**config.mk**
```make
export PLATFORM = sky130hd
export DESIGN_NAME = id_stage_ctrl
export DESIGN_NICKNAME = d
export VERILOG_FILES = /design/src/logic/riscv_isa_pkg.sv /design/src/logic/id_stage_ctrl.sv
export SDC_FILE = /design/constraint.sdc
export NUM_CORES = 1
export LEC_CHECK = 0
export BUFFER_PORTS_ARGS = -buffer_cell sky130_fd_sc_hd__buf_4
export CORE_ASPECT_RATIO = 0.8
export CORE_UTILIZATION = 35
export CTS_CLUSTER_DIAMETER = 30
export DETAILED_ROUTE_END_ITERATION = 12
export PLACE_DENSITY = 0.7
export SYNTH_ARGS = -nofsm -noshare
export SYNTH_HDL_FRONTEND = slang
export SYNTH_SLANG_ARGS = --single-unit
export TNS_END_PERCENT = 20
```
**constraint.sdc**
```tcl
create_clock -name clk -period 21.3 [get_ports clk]
set_input_delay 1.065 -clock clk [delete_from_list [all_inputs] [get_ports clk]]
set_output_delay 1.065 -clock clk [all_outputs]
set_load 0.005 [all_outputs]
```
**src/logic/riscv_isa_pkg.sv**
```systemverilog
// RV64I instruction-set encodings and base types
package riscv_isa_pkg;

    localparam int xlen      = 64;
    localparam int reg_count = 32;

    typedef logic [xlen-1:0] word_t;
    typedef logic [31:0]     inst_t;
    typedef logic [4:0]      reg_idx_t;

    // inst[6:0]
    typedef enum logic [6:0] {
        opc_load      = 7'b0000011,
        opc_op_imm    = 7'b0010011,
        opc_auipc     = 7'b0010111,
        opc_op_imm_32 = 7'b0011011,
        opc_store     = 7'b0100011,
        opc_op        = 7'b0110011,
        opc_lui       = 7'b0110111,
        opc_op_32     = 7'b0111011,
        opc_branch    = 7'b1100011,
        opc_jalr      = 7'b1100111,
        opc_jal       = 7'b1101111
    } major_opcode_e;

    localparam logic [6:0] funct7_base = 7'b0000000;
    localparam logic [6:0] funct7_alt  = 7'b0100000;  // sub and arithmetic shifts

endpackage

```
**src/logic/id_stage_ctrl.sv**
```systemverilog
// decode stage register with scoreboard hazard check and valid/ready control
`timescale 1ns/1ps

module id_stage_ctrl (
    input  logic                      clk,
    input  logic                      rst,
    input  logic                      valid_IF_ID,
    input  riscv_isa_pkg::word_t      pc_IF_ID,
    input  riscv_isa_pkg::inst_t      inst_IF_ID,
    input  logic                      ready_ID_EX,
    input  logic [riscv_isa_pkg::reg_count-1:0] gpr_busy,
    input  riscv_isa_pkg::reg_idx_t   rs1,
    input  riscv_isa_pkg::reg_idx_t   rs2,
    input  logic                      uses_rs1,
    input  logic                      uses_rs2,
    output logic                      stage_valid,
    output riscv_isa_pkg::word_t      stage_pc,
    output riscv_isa_pkg::inst_t      stage_inst,
    output logic                      ready_IF_ID,
    output logic                      valid_ID_EX
);

    logic hazard;
    logic stall;

    // source still owned by an older instruction
    assign hazard = (uses_rs1 && gpr_busy[rs1]) || (uses_rs2 && gpr_busy[rs2]);

    // held item waits on a hazard or on execute back-pressure
    assign stall       = stage_valid && (hazard || !ready_ID_EX);
    assign ready_IF_ID = !stall;
    assign valid_ID_EX = stage_valid && !hazard;

    always_ff @(posedge clk) begin
        if (rst) begin
            stage_valid <= 1'b0;
        end else if (!stall) begin
            stage_valid <= valid_IF_ID;
        end
    end

    always_ff @(posedge clk) begin
        if (!stall) begin
            stage_pc   <= pc_IF_ID;
            stage_inst <= inst_IF_ID;
        end
    end

endmodule

```
==> out/results.ini <==
[yosys]
syn-instance-count=147
synth.avg_cell_area_um2=24.0
unique_cell_type_count_in_the_yosys_netlist=18
synthesis.area_um2=3530
seq_area_frac_synth_pct=82.3
yosys_synthesis_warning_count=0
ys_seq_elements=97
post_synth_net_total=291

[clock_network]
post_cts_hold_buffer_count=0
cts.clk_slew.worst_paths_ns=0.07
clkLatencyLatePin_ns=0.33
clock_sink_count=97
clock_tree.buffer_depth=2
post_cts_buffers=0
cts_root_buffer=sky130_fd_sc_hd__clkbuf_16
clock_tree_from_tritoncts=done
ctsResizeCount=0
cts_made_buffers=9
h-tree-depth=3

[floorplanning]
dieWidth_um=114
fp.dieArea_um2=10500
core_um2=9730
design.portCount=243
die_y_um=91.8
starting_density_of_the_core_pct=36.2
site_rows=32

[power]
design_power_total_w=0.000455
worst_supply_voltage_drop_on_vdd_mv=0.0503
cellPowerDensity_nw_per_um2=78.5
leakage_nw=2.51

[routing]
vias_per_cell=4.54
detail_route.wirelength_mm=9.22
number_of_vias_in_the_routed_layout=2437
drtPass1Iterations=4
detail_route.wl_per_cell_um=17.2
drt_drc_violations_left=0
drtAntennaViolNets=0
drt_first_iter_violations=136

[global_route]
grt_start_max_net_pins=94
first_global_vias=2483
grt_first_pass_wirelength_mm=13.2
gr-usage-all-layers_pct=17.4
antenna_found_initial=0
grt-ovfl-total=0

[sta]
timing.final.crit_share_pct=18.9
slew_headroom_pct=23.6
clock.fmax_mhz=248
tightest_slew_ns=1.15
finalCriticalPeriod_ns=4.03
hold_violations=0
timing_max_transition_violations_final=0
grt_setup_unrepaired=no
setup_viol=0
whs_ns=0.599
clock_skew_ns=0.00544
finalSetupTns_ns=0

[setup_path]
setup.worst_path.start_class=input port
register_to_register_setup_slack_ns=19.49
cp.arrival_ns=2.97
worstPathRequired_ns=20.24
timing.setup.critical_path_class=input port to output port
cp-end-kind=output port
cp_max_fo=8

[place]
portBuffers=242
gp_congestion=0.906
place.detailed.hpwl_mm=7.21

[outcome]
outcome=finished clean

[final_layout]
design.final.nets=540
antenna_fix_cells=0
areaGrowthSynthToFinish_pct=64.3
drive_above_1_share_pct=69.3

[min_path]
worst_hold_path_type=flip-flop to flip-flop

[run]
total_of_max_cap_violations=0

==> kinds of logic (layout without fill, tap and decap cells) <==
group | count (synthesis) | count (layout) | synth area share (%)
buffers and inverters | 8 | 262 | 1.06
AND/OR/NAND/NOR | 9 | 9 | 1.17
AO/OA/AOI/OAI | 10 | 10 | 2.27
multiplexers | 23 | 23 | 13.2
flip-flops | 97 | 97 | 82.3
==> worst paths after layout <==
check                            startpoint      endpoint  depth (start not counted)
worst max-delay path                 rs1[1]   ready_IF_ID                          7
worst min-delay path            stage_valid  stage_pc[19]                          1
worst max register to register  stage_valid  stage_pc[28]                          2
worst min register to register  stage_valid  stage_pc[19]                          1
==> power by group <==
part	internal [W]	leakage, nW	switching [W]
Sequential	0.000230	0.993	0.00000489
Clock	0.0000811	0.139	0.0000711
Combinational	0.0000425	1.38	0.0000247
==> cell usage in the layout, fill, tap and decap left out <==
master / instances
sky130_fd_sc_hd__clkbuf_16: 9
sky130_fd_sc_hd__clkinv_4: 2
sky130_fd_sc_hd__mux2i_1: 1
sky130_fd_sc_hd__inv_1: 3
sky130_fd_sc_hd__nand2_1: 3
sky130_fd_sc_hd__o31a_1: 1
sky130_fd_sc_hd__o21ai_0: 3
sky130_fd_sc_hd__clkinvlp_4: 1
sky130_fd_sc_hd__o221a_2: 1
sky130_fd_sc_hd__buf_4: 243
sky130_fd_sc_hd__o21ai_4: 1
sky130_fd_sc_hd__mux4_1: 7
sky130_fd_sc_hd__nor2_1: 3
sky130_fd_sc_hd__inv_6: 2
sky130_fd_sc_hd__clkinv_8: 1
sky130_fd_sc_hd__nand2b_1: 3
sky130_fd_sc_hd__o22ai_1: 1
sky130_fd_sc_hd__mux2_2: 6
sky130_fd_sc_hd__clkinv_2: 1
sky130_fd_sc_hd__o22ai_2: 2
sky130_fd_sc_hd__mux4_2: 9
sky130_fd_sc_hd__dfxtp_1: 1
sky130_fd_sc_hd__o221ai_1: 1
sky130_fd_sc_hd__edfxtp_1: 96
==> sequential cells by signal (all words and copies together), names as in the netlist <==
signal / flops
stage_valid: 1
stage_inst: 32
stage_pc: 64
==> metal layers <==
metal,vias to the layer above,wire length [um],global-route usage (%)
li1,1116,-,-
met1,1155,3380,19.2
met2,143,4750,29.8
met3,23,855,6.81
met4,0,239,7.58
met5,-,0,0
==> critical path: stages <==
cell	delay, ns
sky130_fd_sc_hd__buf_4	0.16
sky130_fd_sc_hd__mux4_1	0.59
sky130_fd_sc_hd__mux4_2	0.49
sky130_fd_sc_hd__o22ai_2	0.17
sky130_fd_sc_hd__o22ai_2	0.15
sky130_fd_sc_hd__o21ai_0	0.19
sky130_fd_sc_hd__buf_4	0.14
==> area by class of cell <==
type	count	area, um^2
Clock buffer	9	225
Clock inverter	7	63.8
Fill cell	763	3940
Inverter	3	11.3
Multi-Input combinational cell	42	597
Sequential cell	97	2900
Tap cell	136	170
Timing Repair Buffer	243	1820
==> through the flow <==
step | setup WS (ns) | std cells | utilization [%] | instance area (um^2)
floorplan | 11.36 | 147 | - | 3530
global placement | 17.16 | 521 | 56.6 | 5510
detailed placement | 17.09 | 521 | 56.6 | 5510
CTS | 17.28 | 537 | 59.6 | 5790
global route | 17.18 | 537 | 59.6 | 5790
finish | 17.27 | 537 | 59.6 | 5790
==> cell usage after synthesis (all sizes together) <==
library cell | number | area [um^2]
o221ai | 1 | 8.76
o31a | 1 | 8.76
nor2 | 3 | 11.3
inv | 3 | 11.3
clkbuf | 4 | 15.0
mux2i | 1 | 10.0
edfxtp | 96 | 2880
o21ai | 4 | 20.0
mux2 | 6 | 67.6
dfxtp | 1 | 20.0
buf | 1 | 11.3
o221a | 1 | 11.3
nand2 | 3 | 11.3
mux4 | 16 | 387
nand2b | 3 | 18.8
o22ai | 3 | 31.3
Note: power is estimated with default switching activity, not from simulation.
