--- src/logic/riscv_isa_pkg.sv ---
// RV64I instruction-set encodings and base types
package riscv_isa_pkg;

    localparam int xlen      = 64;
    localparam int reg_count = 32;

    typedef logic [xlen-1:0] word_t;
    typedef logic [31:0]     inst_t;
    typedef logic [4:0]      reg_idx_t;

    // inst[6:0]
    typedef enum logic [6:0] {
        opc_load      = 7'b0000011,
        opc_op_imm    = 7'b0010011,
        opc_auipc     = 7'b0010111,
        opc_op_imm_32 = 7'b0011011,
        opc_store     = 7'b0100011,
        opc_op        = 7'b0110011,
        opc_lui       = 7'b0110111,
        opc_op_32     = 7'b0111011,
        opc_branch    = 7'b1100011,
        opc_jalr      = 7'b1100111,
        opc_jal       = 7'b1101111
    } major_opcode_e;

    localparam logic [6:0] funct7_base = 7'b0000000;
    localparam logic [6:0] funct7_alt  = 7'b0100000;  // sub and arithmetic shifts

endpackage

--- src/logic/decode_pkg.sv ---
// decode-stage vocabulary: operations, ALU modes and operand sources
package decode_pkg;

    typedef enum logic [5:0] {
        op_none,
        op_add, op_sub, op_sll, op_slt, op_sltu,
        op_xor, op_srl, op_sra, op_or, op_and,
        op_addi, op_slti, op_sltiu, op_xori, op_ori, op_andi,
        op_slli, op_srli, op_srai,
        op_addw, op_subw, op_sllw, op_srlw, op_sraw,
        op_addiw, op_slliw, op_srliw, op_sraiw,
        op_lui, op_auipc, op_jal, op_jalr,
        op_beq, op_bne, op_blt, op_bge, op_bltu, op_bgeu,
        op_lb, op_lh, op_lw, op_ld, op_lbu, op_lhu, op_lwu,
        op_sb, op_sh, op_sw, op_sd
    } dec_op_e;

    // execute-side encoding, 5 is unused
    typedef enum logic [7:0] {
        alu_add  = 8'd0,
        alu_sub  = 8'd1,
        alu_slt  = 8'd2,
        alu_sltu = 8'd3,
        alu_and  = 8'd4,
        alu_or   = 8'd6,
        alu_xor  = 8'd7,
        alu_sll  = 8'd8,
        alu_srl  = 8'd9,
        alu_sra  = 8'd10
    } alu_mode_e;

    typedef enum logic [1:0] {
        opa_zero,
        opa_src1,
        opa_src1_low_zext,
        opa_src1_low_high
    } opa_sel_e;

    typedef enum logic [3:0] {
        opb_zero,
        opb_src2,
        opb_src2_sh6,
        opb_src2_sh5,
        opb_imm_i,
        opb_imm_s,
        opb_imm_u,
        opb_imm_j,
        opb_shamt6,
        opb_shamt5
    } opb_sel_e;

endpackage

--- src/logic/inst_decoder.sv ---
// instruction decoder: operation, register fields, write enable and source use
`timescale 1ns/1ps

module inst_decoder (
    input  logic                      stage_valid,
    input  riscv_isa_pkg::inst_t      stage_inst,
    output decode_pkg::dec_op_e       op,
    output riscv_isa_pkg::reg_idx_t   rd,
    output riscv_isa_pkg::reg_idx_t   rs1,
    output riscv_isa_pkg::reg_idx_t   rs2,
    output logic                      wen,
    output logic                      uses_rs1,
    output logic                      uses_rs2
);
    import riscv_isa_pkg::*;
    import decode_pkg::*;

    major_opcode_e opcode;
    logic [2:0]    funct3;
    logic [6:0]    funct7;

    assign opcode = major_opcode_e'(stage_inst[6:0]);
    assign funct3 = stage_inst[14:12];
    assign funct7 = stage_inst[31:25];
    assign rd     = stage_inst[11:7];
    assign rs1    = stage_inst[19:15];
    assign rs2    = stage_inst[24:20];

    always_comb begin
        op = op_none;
        if (stage_valid) begin
            case (opcode)
                opc_op: begin
                    case ({funct7, funct3})
                        {funct7_base, 3'b000}: op = op_add;
                        {funct7_alt,  3'b000}: op = op_sub;
                        {funct7_base, 3'b001}: op = op_sll;
                        {funct7_base, 3'b010}: op = op_slt;
                        {funct7_base, 3'b011}: op = op_sltu;
                        {funct7_base, 3'b100}: op = op_xor;
                        {funct7_base, 3'b101}: op = op_srl;
                        {funct7_alt,  3'b101}: op = op_sra;
                        {funct7_base, 3'b110}: op = op_or;
                        {funct7_base, 3'b111}: op = op_and;
                    endcase
                end
                opc_op_imm: begin
                    case (funct3)
                        3'b000: op = op_addi;
                        3'b010: op = op_slti;
                        3'b011: op = op_sltiu;
                        3'b100: op = op_xori;
                        3'b110: op = op_ori;
                        3'b111: op = op_andi;
                    endcase
                    // bit 25 belongs to the 6-bit shamt
                    case ({funct7[6:1], funct3})
                        {funct7_base[6:1], 3'b001}: op = op_slli;
                        {funct7_base[6:1], 3'b101}: op = op_srli;
                        {funct7_alt[6:1],  3'b101}: op = op_srai;
                    endcase
                end
                opc_op_32: begin
                    case ({funct7, funct3})
                        {funct7_base, 3'b000}: op = op_addw;
                        {funct7_alt,  3'b000}: op = op_subw;
                        {funct7_base, 3'b001}: op = op_sllw;
                        {funct7_base, 3'b101}: op = op_srlw;
                        {funct7_alt,  3'b101}: op = op_sraw;
                    endcase
                end
                opc_op_imm_32: begin
                    if (funct3 == 3'b000) begin
                        op = op_addiw;
                    end
                    case ({funct7, funct3})
                        {funct7_base, 3'b001}: op = op_slliw;
                        {funct7_base, 3'b101}: op = op_srliw;
                        {funct7_alt,  3'b101}: op = op_sraiw;
                    endcase
                end
                opc_lui:   op = op_lui;
                opc_auipc: op = op_auipc;
                opc_jal:   op = op_jal;
                opc_jalr: begin
                    if (funct3 == 3'b000) begin
                        op = op_jalr;
                    end
                end
                opc_branch: begin
                    case (funct3)
                        3'b000: op = op_beq;
                        3'b001: op = op_bne;
                        3'b100: op = op_blt;
                        3'b101: op = op_bge;
                        3'b110: op = op_bltu;
                        3'b111: op = op_bgeu;
                    endcase
                end
                opc_load: begin
                    case (funct3)
                        3'b000: op = op_lb;
                        3'b001: op = op_lh;
                        3'b010: op = op_lw;
                        3'b011: op = op_ld;
                        3'b100: op = op_lbu;
                        3'b101: op = op_lhu;
                        3'b110: op = op_lwu;
                    endcase
                end
                opc_store: begin
                    case (funct3)
                        3'b000: op = op_sb;
                        3'b001: op = op_sh;
                        3'b010: op = op_sw;
                        3'b011: op = op_sd;
                    endcase
                end
            endcase
        end
    end

    always_comb begin
        wen      = 1'b1;
        uses_rs1 = 1'b1;
        uses_rs2 = 1'b0;
        case (op)
            op_none: begin
                wen      = 1'b0;
                uses_rs1 = 1'b0;
            end
            op_lui, op_auipc, op_jal: uses_rs1 = 1'b0;
            op_beq, op_bne, op_blt, op_bge, op_bltu, op_bgeu: begin
                wen      = 1'b0;
                uses_rs2 = 1'b1;
            end
            op_sb, op_sh, op_sw, op_sd: wen = 1'b0;  // store data not tracked here
            op_add, op_sub, op_sll, op_slt, op_sltu,
            op_xor, op_srl, op_sra, op_or, op_and,
            op_addw, op_subw, op_sllw, op_srlw, op_sraw: uses_rs2 = 1'b1;
        endcase
    end

endmodule

--- config.mk ---
export PLATFORM = sky130hd
export DESIGN_NAME = inst_decoder
export DESIGN_NICKNAME = d
export VERILOG_FILES = /design/src/logic/riscv_isa_pkg.sv /design/src/logic/decode_pkg.sv /design/src/logic/inst_decoder.sv
export SDC_FILE = /design/constraint.sdc
export NUM_CORES = 1
export LEC_CHECK = 0
export BUFFER_PORTS_ARGS = -buffer_cell sky130_fd_sc_hd__buf_2
export CORE_MARGIN = 5
export CORE_UTILIZATION = 44
export DETAILED_ROUTE_END_ITERATION = 10
export PLACE_DENSITY_LB_ADDON = 0.08
export SLEW_MARGIN = 20
export SYNTH_ARGS = -nofsm -noshare
export SYNTH_HDL_FRONTEND = slang
export SYNTH_SLANG_ARGS = --single-unit
--- constraint.sdc ---
create_clock -name vclk -period 3.5
set_clock_uncertainty 0.2 [all_clocks]
set_input_delay 0.35 -clock vclk [all_inputs]
set_output_delay 0.35 -clock vclk [all_outputs]
set_load 0.02 [all_outputs]
==> impl_results.md <==
- WP data arrival: ~3000 ps
- Synth top area share: 10.3%
- Post-DP HPWL: roughly 2700 µm
- Worst hold margin: ~500 ps
- Initial antenna violation count: 0
- Top post-synthesis cells by area: buf_4 (10%), o21ai_0 (5.5%), nor2_1 (5.5%)
- Peak supply drop: between 0.04 and 0.05 mV
- Filler cell count: between 200 and 300
- Setup TNS: -34.9 ps
- Total gr overflow: 0
- Setup CP Type: input pin to primary output
- Share of layout cells above drive strength 1: between 30% and 40%
- Cell breakdown of the critical path: buf_6 > or4_4 > or2_1 > or4_4 > o21ai_2 > nor3_2 > o311ai_1 > a21oi_1 > or4_4 > buf_6
- First-pass GRT wire length: between 5000 and 6000 µm
- Final worst setup slack: -34.9 ps
- Initial DRC Count: 126
- Comb power frac: 100.0%
- YS warnings: 0
- Final Hold Fails: 0
- Starting density of the core: approximately 45%
- Largest net degree at the start of global routing: 16
- Most common cell after layout, fill and taps aside: buf_2
- Gr busiest metal: met2
- Largest area contributor in the netlist: buf_4
- Worst Path Max Fanout: 3
- Flop pwr share: 0%
- Final period utilization: 101%
- Met3 usage: under 10%
- Grt met2 use: about a third
- HP Class: input pin to primary output
- Core ar.: 0.00243 mm²
- Routed wire length: 3480 µm
- Die X: roughly 60 µm
- Critical path data required time: 2950 ps
- Avg Synthesized Cell Area: a little over 6 µm²
- Final setup vio count: 1
- GP Congestion: 0.939
- Fmax: between 200 and 300 MHz
- Status: finished, violations left
- RSZ-0062 raised after global routing: true
- Setup crit end kind: primary output
- Max Slew Vio Count: 0
- # clk buffers: 0
- Layout net count: approximately 230
- Post-layout min period: 3530 ps
- Top delay family on crit path: simple AND/OR/NAND/NOR gates
- Internal power: ~0.041 mW
- First drt pass iteration count: 5
- Syn_nets: roughly 210
- Global-route met1 utilization: 27.4%
- Total track usage: roughly a fifth
- Vias in the first global route: 1200
- Max_cap viols: 0
- Wire per inst: roughly 16 µm
- Worst slew margin: between 50% and 60%
- CP dominant cell by count: or4_4
- Placement Rows: 18
- Area Growth Syn to Fin: 17.5%
- Antenna Nets Post-Route: 0
- Io pins: 57
- Leak Pwr: between 0.5 and 0.6 nW
- Sequential share of the synthesized area: 0%
- Synth Cell Area: ~0.0011 mm²
- Die area: roughly 0.0036 mm²
- Cell Pwr Density: 76.0 mW/mm²
- Unique masters post-synth: 54
- CTS Hold Bufs: 0
- I/O Buffers: 27
- CP Buf/Inv Count: 2
- Worst-margin pin slew: 669 ps
- Clock power frac: 0%
- P_sw: 0.0568 mW
- Switching Fraction: between 50% and 60%
- Most frequent cells in the layout: buf_2 (24), buf_4 (21), nor2_1 (16), o21ai_0 (12), nand2_1 (11)
- DR vias: 1376
- Failing checks: setup timing
- Largest stage delay, worst path: 530 ps
- Post-synthesis cell count: 176
- Ant. Diodes: 0
- Die height: roughly 60 µm
- # DRC: 0
- Startpoint types: input pin
- Overall Power: slightly below 0.1 mW
- Sequential cells: 0
- Register Area: 0 µm²
- Via density: 6.17
- Slowest cell on crit path: or4_4
area by class of cell:
cell class                 instances  area [µm²]  area share (%)
multi-input combinational        140         922            71.9
timing repair buffer              47         300            23.4
tap                               30        37.5            2.93
inverter                           6        22.5            1.76
Yosys cell counts (2+ instances only):
| library cell | number |
|---|---|
| clkbuf_1 | 14 |
| a21boi_0 | 2 |
| nor4b_1 | 2 |
| nand3b_1 | 4 |
| xnor2_1 | 2 |
| inv_1 | 6 |
| o311ai_0 | 3 |
| nor2_1 | 16 |
| or4_1 | 3 |
| o211a_1 | 2 |
| buf_4 | 15 |
| or2_0 | 2 |
| nand2_1 | 11 |
| nand3_1 | 5 |
| nor4_1 | 8 |
| o21ai_0 | 12 |
| or3_1 | 2 |
| a21oi_1 | 9 |
| nand4b_1 | 2 |
| or3b_2 | 2 |
| nor3b_1 | 2 |
| nor2b_1 | 3 |
| nand2b_1 | 7 |
| or2_2 | 2 |
| a31o_2 | 2 |
| nor3_1 | 7 |
| mux2i_1 | 2 |
| a211oi_1 | 2 |
| o22ai_1 | 2 |
cells by family after synthesis:
kind of cell / count (synthesis) / share of synthesized area (%)
AOI/OAI and AO/OA: 48 / 30.5
and+or+nand+nor: 86 / 46.6
buffers and inverters: 36 / 17.7
muxes: 3 / 2.87
xor gates and xnor gates: 3 / 2.41
worst paths after layout:
path | cells after the start | endpoint | slack (ps) | startpoint
setup / recovery | 10 | uses_rs2 | -30 | stage_inst[26]
hold / removal | 0 | rs1[0] | 500 | stage_inst[15]
power by group through the flow:
stage | clock (mW) | sequential (mW) | combinational (mW)
4_1_cts | 0 | 0 | 0.0951
3_5_place_dp | 0 | 0 | 0.0933
5_1_grt | 0 | 0 | 0.107
2_1_floorplan | 0 | 0 | 0.0843
6_report | 0 | 0 | 0.0975
3_3_place_gp | 0 | 0 | 0.0918
through the flow:
step | instance area (µm²) | setup slack [ps] | util, % | cells
global placement | 1240 | -78.6 | 51.0 | 222
global route | 1280 | -107 | 52.7 | 223
detailed placement | 1240 | -124 | 51.0 | 222
finish | 1280 | -34.9 | 52.7 | 223
floorplan | 1090 | 0.117 | - | 176
CTS | 1260 | -55.6 | 51.9 | 222
layer usage:
layer | part of all wire [%] | routed length (µm) | vias to the layer above
met5 | 0 | 0 | -
met3 | 7.5 | 260 | 2
met2 | 47 | 1640 | 54
met1 | 45 | 1580 | 647
met4 | 0.057 | 2 | 0
li1 | - | - | 673
timing repair:
| item | CTS | global route |
|---|---|---|
| pin swaps | 6 | 1 |
| endpoints found under the setup margin | 2 | 2 |
| setup buffers | 0 | 1 |
| gates resized for setup | 6 | 4 |
| hold endpoints to repair | 0 | 0 |
(Power assumes the default switching activity.)
